**src/common/cache_pkg.sv**
```systemverilog
`default_nettype none

package cache_pkg;

    // bus widths
    localparam int addr_w = 32;
    localparam int data_w = 32;
    localparam int sel_w  = data_w / 8;

    // address split: tag | index | byte offset
    localparam int off_w    = 2;
    localparam int index_w  = 4;
    localparam int lines    = 1 << index_w;
    localparam int index_lo = off_w;
    localparam int tag_lo   = off_w + index_w;
    localparam int tag_w    = addr_w - tag_lo;

    // cache controller
    typedef enum logic [2:0] {
        c_idle   = 3'b000,
        c_lookup = 3'b001,
        c_evict  = 3'b010,
        c_refill = 3'b011,
        c_ack    = 3'b100
    } ctrl_state_t;

    // axi channel sequencer
    typedef enum logic [2:0] {
        idle  = 3'b000,
        waddr = 3'b001,
        wdata = 3'b010,
        bresp = 3'b011,
        raddr = 3'b100,
        rdata = 3'b101
    } axi_state_t;

endpackage

`default_nettype wire

```
**src/common/mem_req_if.sv**
```systemverilog
`timescale 1ns/10ps
`default_nettype none

interface mem_req_if;

    // controller side
    logic                         start_write;
    logic                         start_read;
    logic [cache_pkg::addr_w-1:0] addr;
    logic [cache_pkg::data_w-1:0] wdata;

    // axi master side, rdata valid with the axi_ready pulse on reads
    logic [cache_pkg::data_w-1:0] rdata;
    logic                         axi_ready;

    modport ctrl (
        output start_write,
        output start_read,
        output addr,
        output wdata,
        input  rdata,
        input  axi_ready
    );

    modport master (
        input  start_write,
        input  start_read,
        input  addr,
        input  wdata,
        output rdata,
        output axi_ready
    );

endinterface

`default_nettype wire

```
**src/cache/cache_ctrl.sv**
```systemverilog
`timescale 1ns/10ps
`default_nettype none

module cache_ctrl (
    input  logic                          clk,
    input  logic                          reset,

    // wishbone classic slave
    input  logic                          wb_cyc,
    input  logic                          wb_stb,
    input  logic                          wb_we,
    input  logic [cache_pkg::addr_w-1:0]  wb_adr,
    input  logic [cache_pkg::data_w-1:0]  wb_dat_w,
    input  logic [cache_pkg::sel_w-1:0]   wb_sel,
    output logic [cache_pkg::data_w-1:0]  wb_dat_r,
    output logic                          wb_ack,

    // memory requests
    mem_req_if.ctrl                       mem,

    // store
    output logic [cache_pkg::index_w-1:0] index,
    output logic                          wr_en,
    output logic [cache_pkg::tag_w-1:0]   wr_tag,
    output logic [cache_pkg::data_w-1:0]  wr_data,
    output logic                          wr_dirty,
    input  logic                          rd_valid,
    input  logic                          rd_dirty,
    input  logic [cache_pkg::tag_w-1:0]   rd_tag,
    input  logic [cache_pkg::data_w-1:0]  rd_data
);

    cache_pkg::ctrl_state_t state, next_state;

    logic [cache_pkg::tag_w-1:0]  adr_tag;
    logic                         hit;
    logic [cache_pkg::data_w-1:0] hit_word;
    logic [cache_pkg::data_w-1:0] fill_word;
    logic [cache_pkg::data_w-1:0] resp_data;

    function automatic logic [cache_pkg::data_w-1:0] merge_bytes(
        input logic [cache_pkg::data_w-1:0] old_word,
        input logic [cache_pkg::data_w-1:0] new_word,
        input logic [cache_pkg::sel_w-1:0]  sel
    );
        logic [cache_pkg::data_w-1:0] result;
        result = old_word;
        for (int b = 0; b < cache_pkg::sel_w; b++) begin
            if (sel[b]) begin
                result[b*8 +: 8] = new_word[b*8 +: 8];
            end
        end
        return result;
    endfunction

    assign index   = wb_adr[cache_pkg::index_lo +: cache_pkg::index_w];
    assign adr_tag = wb_adr[cache_pkg::tag_lo +: cache_pkg::tag_w];
    assign hit     = rd_valid && (rd_tag == adr_tag);

    assign hit_word  = wb_we ? merge_bytes(rd_data, wb_dat_w, wb_sel) : rd_data;
    assign fill_word = wb_we ? merge_bytes(mem.rdata, wb_dat_w, wb_sel) : mem.rdata;

    always_ff @(posedge clk or negedge reset) begin
        if (!reset) begin
            state <= cache_pkg::c_idle;
        end else begin
            state <= next_state;
        end
    end

    always_comb begin
        next_state = state;
        case (state)
            cache_pkg::c_idle: begin
                if (wb_cyc && wb_stb) begin
                    next_state = cache_pkg::c_lookup;
                end
            end
            cache_pkg::c_lookup: begin
                if (hit) begin
                    next_state = cache_pkg::c_ack;
                end else if (rd_valid && rd_dirty) begin
                    next_state = cache_pkg::c_evict;
                end else begin
                    next_state = cache_pkg::c_refill;
                end
            end
            cache_pkg::c_evict: begin
                if (mem.axi_ready) begin
                    next_state = cache_pkg::c_refill;
                end
            end
            cache_pkg::c_refill: begin
                if (mem.axi_ready) begin
                    next_state = cache_pkg::c_ack;
                end
            end
            cache_pkg::c_ack: begin
                next_state = cache_pkg::c_idle;
            end
            default: begin
                next_state = cache_pkg::c_idle;
            end
        endcase
    end

    // store writes: write hit in lookup, refill word on the read return
    always_comb begin
        wr_en    = 1'b0;
        wr_tag   = adr_tag;
        wr_dirty = wb_we;
        wr_data  = hit_word;
        if (state == cache_pkg::c_lookup && hit && wb_we) begin
            wr_en = 1'b1;
        end else if (state == cache_pkg::c_refill && mem.axi_ready) begin
            wr_en   = 1'b1;
            wr_data = fill_word;
        end
    end

    always_ff @(posedge clk) begin
        if (state == cache_pkg::c_lookup && hit) begin
            resp_data <= hit_word;
        end else if (state == cache_pkg::c_refill && mem.axi_ready) begin
            resp_data <= fill_word;
        end
    end

    // victim line goes out from the store outputs, which hold during evict
    assign mem.start_write = (state == cache_pkg::c_evict);
    assign mem.start_read  = (state == cache_pkg::c_refill);
    assign mem.addr  = (state == cache_pkg::c_evict) ?
                       {rd_tag, index, {cache_pkg::off_w{1'b0}}} :
                       {adr_tag, index, {cache_pkg::off_w{1'b0}}};
    assign mem.wdata = rd_data;

    assign wb_ack   = (state == cache_pkg::c_ack);
    assign wb_dat_r = resp_data;

    a_one_start: assert property (@(posedge clk) disable iff (!reset)
        !(mem.start_write && mem.start_read));

    a_ack_with_stb: assert property (@(posedge clk) disable iff (!reset)
        wb_ack |-> wb_stb);

endmodule

`default_nettype wire

```
**src/cache/cache_store.sv**
```systemverilog
`timescale 1ns/10ps
`default_nettype none

module cache_store (
    input  logic                          clk,
    input  logic                          reset,
    input  logic [cache_pkg::index_w-1:0] index,
    input  logic                          wr_en,
    input  logic [cache_pkg::tag_w-1:0]   wr_tag,
    input  logic [cache_pkg::data_w-1:0]  wr_data,
    input  logic                          wr_dirty,
    output logic                          rd_valid,
    output logic                          rd_dirty,
    output logic [cache_pkg::tag_w-1:0]   rd_tag,
    output logic [cache_pkg::data_w-1:0]  rd_data
);

    logic [cache_pkg::tag_w-1:0]  tag_mem  [cache_pkg::lines];
    logic [cache_pkg::data_w-1:0] data_mem [cache_pkg::lines];
    logic [cache_pkg::lines-1:0]  valid_bits;
    logic [cache_pkg::lines-1:0]  dirty_bits;

    // line state flags
    always_ff @(posedge clk or negedge reset) begin
        if (!reset) begin
            valid_bits <= '0;
            dirty_bits <= '0;
        end else if (wr_en) begin
            valid_bits[index] <= 1'b1;
            dirty_bits[index] <= wr_dirty;
        end
    end

    always_ff @(posedge clk) begin
        if (wr_en) begin
            tag_mem[index]  <= wr_tag;
            data_mem[index] <= wr_data;
        end
    end

    // registered read port, returns the old line on a same-edge write
    always_ff @(posedge clk or negedge reset) begin
        if (!reset) begin
            rd_valid <= 1'b0;
            rd_dirty <= 1'b0;
        end else begin
            rd_valid <= valid_bits[index];
            rd_dirty <= dirty_bits[index];
        end
    end

    always_ff @(posedge clk) begin
        rd_tag  <= tag_mem[index];
        rd_data <= data_mem[index];
    end

endmodule

`default_nettype wire

```
**src/hdl/axi4_master.sv**
```systemverilog
`timescale 1ns/10ps
`default_nettype none

module axi4_master (
    input  logic                         clk,
    input  logic                         reset,

    // memory requests from the cache controller
    mem_req_if.master                    mem,

    // axi4 write channels
    output logic                         aw_valid,
    input  logic                         aw_ready,
    output logic [cache_pkg::addr_w-1:0] aw_addr,
    output logic                         w_valid,
    input  logic                         w_ready,
    output logic [cache_pkg::data_w-1:0] w_data,
    input  logic                         b_valid,
    output logic                         b_ready,

    // axi4 read channels
    output logic                         ar_valid,
    input  logic                         ar_ready,
    output logic [cache_pkg::addr_w-1:0] ar_addr,
    input  logic                         r_valid,
    output logic                         r_ready,
    input  logic [cache_pkg::data_w-1:0] r_data
);

    cache_pkg::axi_state_t state, next_state;

    logic [cache_pkg::addr_w-1:0] addr_q;
    logic [cache_pkg::data_w-1:0] wdata_q;
    logic [cache_pkg::data_w-1:0] rdata_q;
    logic                         r_done;
    logic                         b_done;

    assign b_done = (state == cache_pkg::bresp) && b_valid;
    assign r_done = (state == cache_pkg::rdata) && r_valid;

    always_ff @(posedge clk or negedge reset) begin
        if (!reset) begin
            state <= cache_pkg::idle;
        end else begin
            state <= next_state;
        end
    end

    // read has priority, as in the channel sequencer it came from
    always_comb begin
        next_state = state;
        case (state)
            cache_pkg::idle: begin
                if (mem.start_read) begin
                    next_state = cache_pkg::raddr;
                end else if (mem.start_write) begin
                    next_state = cache_pkg::waddr;
                end
            end
            cache_pkg::waddr: begin
                if (aw_ready) begin
                    next_state = cache_pkg::wdata;
                end
            end
            cache_pkg::wdata: begin
                if (w_ready) begin
                    next_state = cache_pkg::bresp;
                end
            end
            cache_pkg::bresp: begin
                if (b_valid) begin
                    next_state = cache_pkg::idle;
                end
            end
            cache_pkg::raddr: begin
                if (ar_ready) begin
                    next_state = cache_pkg::rdata;
                end
            end
            cache_pkg::rdata: begin
                if (r_valid) begin
                    next_state = cache_pkg::idle;
                end
            end
            default: begin
                next_state = cache_pkg::idle;
            end
        endcase
    end

    // request payload latched when leaving idle
    always_ff @(posedge clk) begin
        if (state == cache_pkg::idle && (mem.start_read || mem.start_write)) begin
            addr_q  <= mem.addr;
            wdata_q <= mem.wdata;
        end
        if (r_done) begin
            rdata_q <= r_data;
        end
    end

    assign aw_valid = (state == cache_pkg::waddr);
    assign w_valid  = (state == cache_pkg::wdata);
    assign b_ready  = (state == cache_pkg::bresp);
    assign ar_valid = (state == cache_pkg::raddr);
    assign r_ready  = (state == cache_pkg::rdata);

    assign aw_addr = addr_q;
    assign ar_addr = addr_q;
    assign w_data  = wdata_q;

    // read word passes through on the handshake, then holds
    assign mem.axi_ready = b_done || r_done;
    assign mem.rdata     = r_done ? r_data : rdata_q;

    a_aw_hold: assert property (@(posedge clk) disable iff (!reset)
        aw_valid && !aw_ready |=> aw_valid && $stable(aw_addr));

    a_ar_hold: assert property (@(posedge clk) disable iff (!reset)
        ar_valid && !ar_ready |=> ar_valid && $stable(ar_addr));

endmodule

`default_nettype wire

```
**src/hdl/cache_top.sv**
```systemverilog
`timescale 1ns/10ps
`default_nettype none

module cache_top (
    input  logic                         clk,
    input  logic                         reset,

    // wishbone classic slave
    input  logic                         wb_cyc,
    input  logic                         wb_stb,
    input  logic                         wb_we,
    input  logic [cache_pkg::addr_w-1:0] wb_adr,
    input  logic [cache_pkg::data_w-1:0] wb_dat_w,
    input  logic [cache_pkg::sel_w-1:0]  wb_sel,
    output logic [cache_pkg::data_w-1:0] wb_dat_r,
    output logic                         wb_ack,

    // axi4 master
    output logic                         aw_valid,
    input  logic                         aw_ready,
    output logic [cache_pkg::addr_w-1:0] aw_addr,
    output logic                         w_valid,
    input  logic                         w_ready,
    output logic [cache_pkg::data_w-1:0] w_data,
    input  logic                         b_valid,
    output logic                         b_ready,
    output logic                         ar_valid,
    input  logic                         ar_ready,
    output logic [cache_pkg::addr_w-1:0] ar_addr,
    input  logic                         r_valid,
    output logic                         r_ready,
    input  logic [cache_pkg::data_w-1:0] r_data
);

    mem_req_if u_mem_if ();

    logic [cache_pkg::index_w-1:0] index;
    logic                          wr_en;
    logic [cache_pkg::tag_w-1:0]   wr_tag;
    logic [cache_pkg::data_w-1:0]  wr_data;
    logic                          wr_dirty;
    logic                          rd_valid;
    logic                          rd_dirty;
    logic [cache_pkg::tag_w-1:0]   rd_tag;
    logic [cache_pkg::data_w-1:0]  rd_data;

    cache_ctrl u_cache_ctrl (
        .clk      (clk),
        .reset    (reset),
        .wb_cyc   (wb_cyc),
        .wb_stb   (wb_stb),
        .wb_we    (wb_we),
        .wb_adr   (wb_adr),
        .wb_dat_w (wb_dat_w),
        .wb_sel   (wb_sel),
        .wb_dat_r (wb_dat_r),
        .wb_ack   (wb_ack),
        .mem      (u_mem_if.ctrl),
        .index    (index),
        .wr_en    (wr_en),
        .wr_tag   (wr_tag),
        .wr_data  (wr_data),
        .wr_dirty (wr_dirty),
        .rd_valid (rd_valid),
        .rd_dirty (rd_dirty),
        .rd_tag   (rd_tag),
        .rd_data  (rd_data)
    );

    cache_store u_cache_store (
        .clk      (clk),
        .reset    (reset),
        .index    (index),
        .wr_en    (wr_en),
        .wr_tag   (wr_tag),
        .wr_data  (wr_data),
        .wr_dirty (wr_dirty),
        .rd_valid (rd_valid),
        .rd_dirty (rd_dirty),
        .rd_tag   (rd_tag),
        .rd_data  (rd_data)
    );

    axi4_master u_axi4_master (
        .clk      (clk),
        .reset    (reset),
        .mem      (u_mem_if.master),
        .aw_valid (aw_valid),
        .aw_ready (aw_ready),
        .aw_addr  (aw_addr),
        .w_valid  (w_valid),
        .w_ready  (w_ready),
        .w_data   (w_data),
        .b_valid  (b_valid),
        .b_ready  (b_ready),
        .ar_valid (ar_valid),
        .ar_ready (ar_ready),
        .ar_addr  (ar_addr),
        .r_valid  (r_valid),
        .r_ready  (r_ready),
        .r_data   (r_data)
    );

endmodule

`default_nettype wire

```
**config.mk**
```make
export PLATFORM = sky130hd
export DESIGN_NAME = cache_top
export DESIGN_NICKNAME = d
export VERILOG_FILES = /design/src/common/cache_pkg.sv /design/src/common/mem_req_if.sv /design/src/cache/cache_ctrl.sv /design/src/cache/cache_store.sv /design/src/hdl/axi4_master.sv /design/src/hdl/cache_top.sv
export SDC_FILE = /design/constraint.sdc
export NUM_CORES = 1
export LEC_CHECK = 0
export ABC_CLOCK_PERIOD_IN_PS = 13600
export BUFFER_PORTS_ARGS = -buffer_cell sky130_fd_sc_hd__buf_2
export CORE_MARGIN = 2
export CORE_UTILIZATION = 50
export CTS_BUF_LIST = sky130_fd_sc_hd__clkbuf_16
export DETAILED_ROUTE_END_ITERATION = 10
export PLACE_DENSITY = 0.64
export SYNTH_ARGS = -nofsm -noshare
export SYNTH_HDL_FRONTEND = slang
export SYNTH_SLANG_ARGS = --single-unit
```
**constraint.sdc**
```tcl
create_clock -name clk -period 13.6 [get_ports clk]
set_input_delay 2.04 -clock clk [delete_from_list [all_inputs] [get_ports clk]]
set_output_delay 2.04 -clock clk [all_outputs]
set_load 0.005 [all_outputs]
```
; ---- Yosys cells after proc, flatten, opt, wreduce, memory -nomap -nowiden
; Memories as Yosys holds them, arrays and structs flattened. A register that Yosys moved wholly into a read port is not among the register bits.
; Cells that the tools add are included.
[op_classes]
magnitude_cmp = 2
bitwise = 1
eq_ne = 19
muxes = 41
reduce_logical = 17
[ops]
columns = cell, n
row1 = $mux W32, 8
row2 = $mux W8, 8
row3 = $mux W3, 11
row4 = $eq A26 B26 Y1, 1
row5 = $pmux W3 S6, 1
row6 = $bwmux W16, 1
row7 = $or A16 B16 Y16, 1
row8 = $eq A3 B2 Y1 const B, 4
row9 = $pmux W3 S4, 1
row10 = $logic_and A1 B1 Y1, 10
row11 = $eq A3 B3 Y1 const B, 3
row12 = $bmux W1 S4, 2
row13 = $mux W1, 8
row14 = $ne A2 B1 Y1 const B, 4
row15 = $ne A2 B2 Y1 const B, 4
row16 = $eq A3 B1 Y1 const B, 2
row17 = $logic_not A3 Y1, 2
row18 = $reduce_and A6 Y1, 1
row19 = $lt A4 B5 Y1 const B, 1
row20 = $demux W1 S4, 1
row21 = $ge A4 B1 Y1 const B, 1
row22 = $ne A3 B1 Y1 const B, 1
row23 = $reduce_and A3 Y1, 1
row24 = $logic_or A1 B1 Y1, 2
row25 = $reduce_bool A2 Y1, 1
[word_totals]
memories = 2
ram_bits = 928
wordCells = 92
inputBits = 110
reg_bits = 168
out_inout_bits = 134
[memory_table]
columns = memory, words, word_bits, rd, rd_clocked_by_memory_dff, wr, line
row1 = u_cache_store.data_mem, 16, 32, 1, 1, 1, cache_store.sv:19  ; logic [cache_pkg::data_w-1:0] data_mem [cache_pkg::lines];
row2 = u_cache_store.tag_mem, 16, 26, 1, 1, 1, cache_store.sv:18  ; logic [cache_pkg::tag_w-1:0] tag_mem [cache_pkg::lines];

; ---- Logic depth before layout (Yosys ltp)
[logic_depth]
depth_word = 8
ltp_mapped = 9
mapped_depth_nobuf = 5

; ---- Modules after synthesis
; A second synthesis with hierarchy kept.
[unflattened]
cells_unflattened = 2279
hier_area_um2 = 44789.2
[modules_own_cells]
columns = module, seq_area_each_um2, n_inst, cells_per_inst, area_each_um2
row1 = cache_store, 29878.7, 1, 1587, 37342.1
row2 = cache_ctrl, 1036.0, 1, 492, 3843.7
row3 = axi4_master, 2637.5, 1, 200, 3603.5

; ---- Worst setup path after synthesis
; OpenSTA, ideal clock, no wires.
[synth_path]
kind = register to register
start = register u_axi4_master.state[1]
end = register u_axi4_master.addr_q (netlist bit u_axi4_master.ar_addr[10]) (enable)
setup_time_ns = 0.635
path_slack_ns = 6.311
path_stages_with_launch = 4
synth_period_minus_slack_ns = 7.289
path_buffers = 2
required_time_ns = 12.965
t_arrival_ns = 6.654
cell_sequence = dfrtp_1 > buf_2 > clkbuf_1 > nor4_1
[synth_between]
elab_chain_cells = 2
[synth_rtl]
columns = item, line
row1 = start: declaration, axi4_master.sv:30  ; cache_pkg::axi_state_t state, next_state;
row2 = start signal: assignment, axi4_master.sv:43  ; state <= cache_pkg::idle;
row3 = start signal: assignment, axi4_master.sv:45  ; state <= next_state;
row4 = $logic_not A3 Y1, axi4_master.sv:93  ; if (state == cache_pkg::idle && (mem.start_read || mem.start_write)) begin
row5 = $logic_and A1 B1 Y1, axi4_master.sv:93
row6 = end signal: assignment, axi4_master.sv:94  ; addr_q <= mem.addr;
row7 = end: declaration, axi4_master.sv:32  ; logic [cache_pkg::addr_w-1:0] addr_q;
; Every way passes these cells.
; A chain may end at the register's enable or synchronous reset.

; ---- Final worst setup path
[layout_path]
start = input wb_we
end = memory u_cache_store.data_mem[9][15] in the netlist's numbering (enable)
[layout_between]
elab_chain_cells = 4
[layout_rtl]
columns = item, line
row1 = start: declaration, cache_top.sv:11  ; input logic wb_we,
row2 = $logic_and A1 B1 Y1, cache_ctrl.sv:113  ; if (state == cache_pkg::c_lookup && hit && wb_we) begin
row3 = $mux W1, cache_ctrl.sv:113
row4 = $mux W1, cache_store.sv:35  ; if (wr_en) begin
row5 = $mux W1 (not written as such), cache_store.sv:37  ; data_mem[index] <= wr_data;
row6 = end: declaration, cache_store.sv:19
; Every way passes these cells.

==> metrics.csv <==
stage;metric;value;unit
outcome;status;complete, no violations;
clock_tree;clk_pin_slew_worst_paths;0.06;ns
floorplanning;dieHeight;301;µm
critical_path;crit_family;buffers and inverters;
timing;max_freq;0.176;GHz
synthesis;syn_inst;2070;
clock_tree;cts_sinks;1152;
synthesis;yosys.area.top_type_share;0.694;
floorplanning;io_pins;244;
global_route;grt_max_degree;89;
synthesis;yosys-top-cells-area;edfxtp_1 69%, mux4_2 15%, dfxtp_1 4.1%;
clock_tree;ctsResizeCount;0;
global_route;grt_pass1_vias;22400;
clock_tree;cts_tree;built;
critical_path;cp_max_fo;44;
clock_tree;holdBufCountCts;0;
pwr;p_leak;17.2;nW
critical_path;path_common_cell;buf_4;
synthesis;yosys_warnings;0;
synthesis;yosysMostFrequentCell;edfxtp_1;
placed_design;place_ws;7.20;ns
job;max-cap-violations;0;
pwr;p_int;6.26;mW
critical_path;worstPathArrival;5.99;ns
synthesis;postSynth.asyncResetShare;0.0347;
finish;drive_gt1_frac;0.351;
critical_path;crit_buf_inv;4;
critical_path;cp.depth;8;
critical_path;end_kind;flip-flop;
critical_path;startpoint_type;input pin;
timing;fin_crit;5.70;ns
floorplanning;initial_core_util;0.502;
drt;drc_errors;0;
drt;drt_wl_total;100000;µm
synthesis;synth_seq_cells;1152;
pwr;seq_power_share;0.518;
finish;multi_input_area;10100;µm²
critical_path;crit_type;in -> reg;
clock_tree;worstSkewPairLatency;0.69;ns
timing;fin_crit_sh;0.419;
finish;stdcell_count;3610;
min_path;holdPathStages;0;
pwr;power_frac_clock;0.374;
critical_path;cp_cell_sequence;buf_2, clkinv_1, nor2_1, nor4b_1, a21boi_4, buf_4, nor2_4, buf_4;
critical_path;reg2reg_from;u_cache_store.rd_tag[2]$_DFF_P_;
pwr;total_power;8.16;mW
clock_tree;cts-buffers-inserted;112;
synthesis;synth_commonest_cells;1022 x edfxtp_1, 300 x mux4_2, 90 x dfxtp_1;
timing;skew;0.0346;ns
placed_design;io_buffers;237;
clock_tree;post-cts-setup-buffer-count;0;
min_path;hold_class;reg -> reg;
timing;slew_headroom;0.299;
critical_path;cp.required;13.89;ns
pwr;p_per_area;161;nW/µm²
floorplanning;dieArea;90900;µm²
pwr;switching_power;1.90;mW
clock_tree;cts_root_buf;clkbuf_16;
critical_path;cp-endpoint;u_cache_store.data_mem[9][15]$_DFFE_PP_;
clock_tree;clockBufferDepth;3;
pwr;switching_share;0.233;
placed_design;placed_cell_area;46900;µm²
finish;num-fill-cells;6500;
pwr;combPwrFrac;0.108;
global_route;grt_antenna_before_repair;5;
critical_path;ff2ff_path_depth;8;
finish;layout.nets;2456;
timing;tns;0;ns
critical_path;max_stage_delay;0.86;ns
drt;drt_iter0_markers;2227;
critical_path;cp-startpoint;wb_we;
placed_design;gp_congestion;0.745;
floorplanning;rows;109;
pwr;vdd_drop_max;0.136;mV
placed_design;hpwlAfterDp;52700;µm
synthesis;synth_top_area_cell;edfxtp_1;
synthesis;avgSynthCellArea;21.4;µm²
finish;area.sequential;33500;µm²
timing;drv_slew;0;
global_route;grtUsageTotal;0.222;
critical_path;r2r_end;u_cache_store.data_mem[9][15]$_DFFE_PP_;
drt;firstDrtPassIters;6;
global_route;gr-total-overflow;0;
critical_path;rrSetupSlack;9.25;ns
timing;rsz0062_at_grt;no;
floorplanning;core-area;88100;µm²
synthesis;syn_area;44300;µm²
critical_path;cp_slowest_cell;buf_4;
timing;hold_viol_final;0;
finish;syn_to_final_growth;14.3;%
global_route;grt_pass1_wl;147000;µm
timing;tightest_slew;1.05;ns
finish;design_area;50600;µm²
timing;fin_ws;7.90;ns
floorplanning;fp.dieW;301;µm
synthesis;synth_edf_count;1022;
synthesis;synthDistinctLibCells;46;
drt;vias_per_cell;6.01;
synthesis;synth_ff_type;edfxtp_1;
clock_tree;htreeDepth;3;
timing;setup_viol;0;
placed_design;placed_cells;3397;
drt;ant_nets;0;
drt;vias;21700;
drt;drt-wirelength-per-cell;27.8;µm
synthesis;seq_area_frac_synth;0.757;
==> worst min path at each step <==
stage                                              end  slack [ns]                         startpoint
finish              u_axi4_master.w_data[11]$_DFFE_PP_        0.46  u_cache_store.rd_data[11]$_DFF_P_
global route        u_axi4_master.w_data[12]$_DFFE_PP_        0.47  u_cache_store.rd_data[12]$_DFF_P_
CTS                 u_axi4_master.w_data[22]$_DFFE_PP_        0.46  u_cache_store.rd_data[22]$_DFF_P_
detailed placement  u_axi4_master.w_data[22]$_DFFE_PP_        0.44  u_cache_store.rd_data[22]$_DFF_P_
global placement    u_axi4_master.w_data[20]$_DFFE_PP_        0.44  u_cache_store.rd_data[20]$_DFF_P_
floorplan            u_axi4_master.w_data[0]$_DFFE_PP_        0.43   u_cache_store.rd_data[0]$_DFF_P_
==> placed cells by master (no fill, tap or decap), drive strengths merged, types with 11 or more instances in the layout <==
master | Yosys | routed
nand2 | 46 | 46
o31ai | 33 | 33
inv | 3 | 29
clkinv | 1 | 55
o21bai | 16 | 16
dfxtp | 90 | 90
nor2 | 55 | 55
bufinv | 0 | 11
clkbuf | 66 | 116
a21oi | 33 | 33
mux2 | 58 | 58
mux2i | 33 | 33
buf | 92 | 317
o21ai | 67 | 67
edfxtp | 1022 | 1022
dfrtp | 40 | 40
a41o | 32 | 32
xnor2 | 26 | 26
mux4 | 300 | 300
==> routing by layer <==
layer	part of all wire	routed length (µm)	GRT usage
met4	0.021	2080	0.0599
met2	0.50	49700	0.366
met1	0.41	41600	0.314
met5	0.00027	27	0
met3	0.068	6830	0.0334
==> through the flow <==
stage          utilization  hold WS, ns
2_1_floorplan            -        0.431
3_3_place_gp         0.532        0.442
3_5_place_dp         0.532        0.445
4_1_cts              0.574        0.459
5_1_grt              0.574        0.471
6_report             0.574        0.463
==> flip-flops by register name, summed over array words and instances (netlist names), 16 cells and up <==
signal	cells
u_axi4_master.ar_addr	30
u_axi4_master.rdata_q	32
u_axi4_master.w_data	32
u_cache_ctrl.wb_dat_r	32
u_cache_store.data_mem	512
u_cache_store.dirty_bits	16
u_cache_store.rd_data	32
u_cache_store.rd_tag	26
u_cache_store.tag_mem	416
u_cache_store.valid_bits	16
==> layout make-up <==
cell class	instances	share of cell area
Sequential cell	1152	0.662
Clock inverter	96	0.0151
Clock buffer	116	0.0574
Timing Repair Buffer	317	0.0358
Inverter	4	0.000297
Antenna cell	1	0.0000495
Multi-Input combinational cell	759	0.200
Tap cell	1165	0.0288
==> cell families after synthesis <==
| family | share of synthesized area |
|---|---|
| xor+xnor | 0.00515 |
| other cells | 0.0000847 |
| flops | 0.757 |
| simple gates | 0.0163 |
| buf+inv | 0.0183 |
| compound gates | 0.0284 |
| mux | 0.175 |
==> power groups by stage <==
stage | clock (mW) | sequential (mW) | combinational (mW)
4_1_cts | 3.11 | 4.22 | 0.892
2_1_floorplan | 0 | 4.28 | 0.560
3_5_place_dp | 0 | 4.29 | 0.887
3_3_place_gp | 0 | 4.28 | 0.862
5_1_grt | 3.24 | 4.24 | 0.960
6_report | 3.05 | 4.22 | 0.883
(Power assumes the default switching activity.)
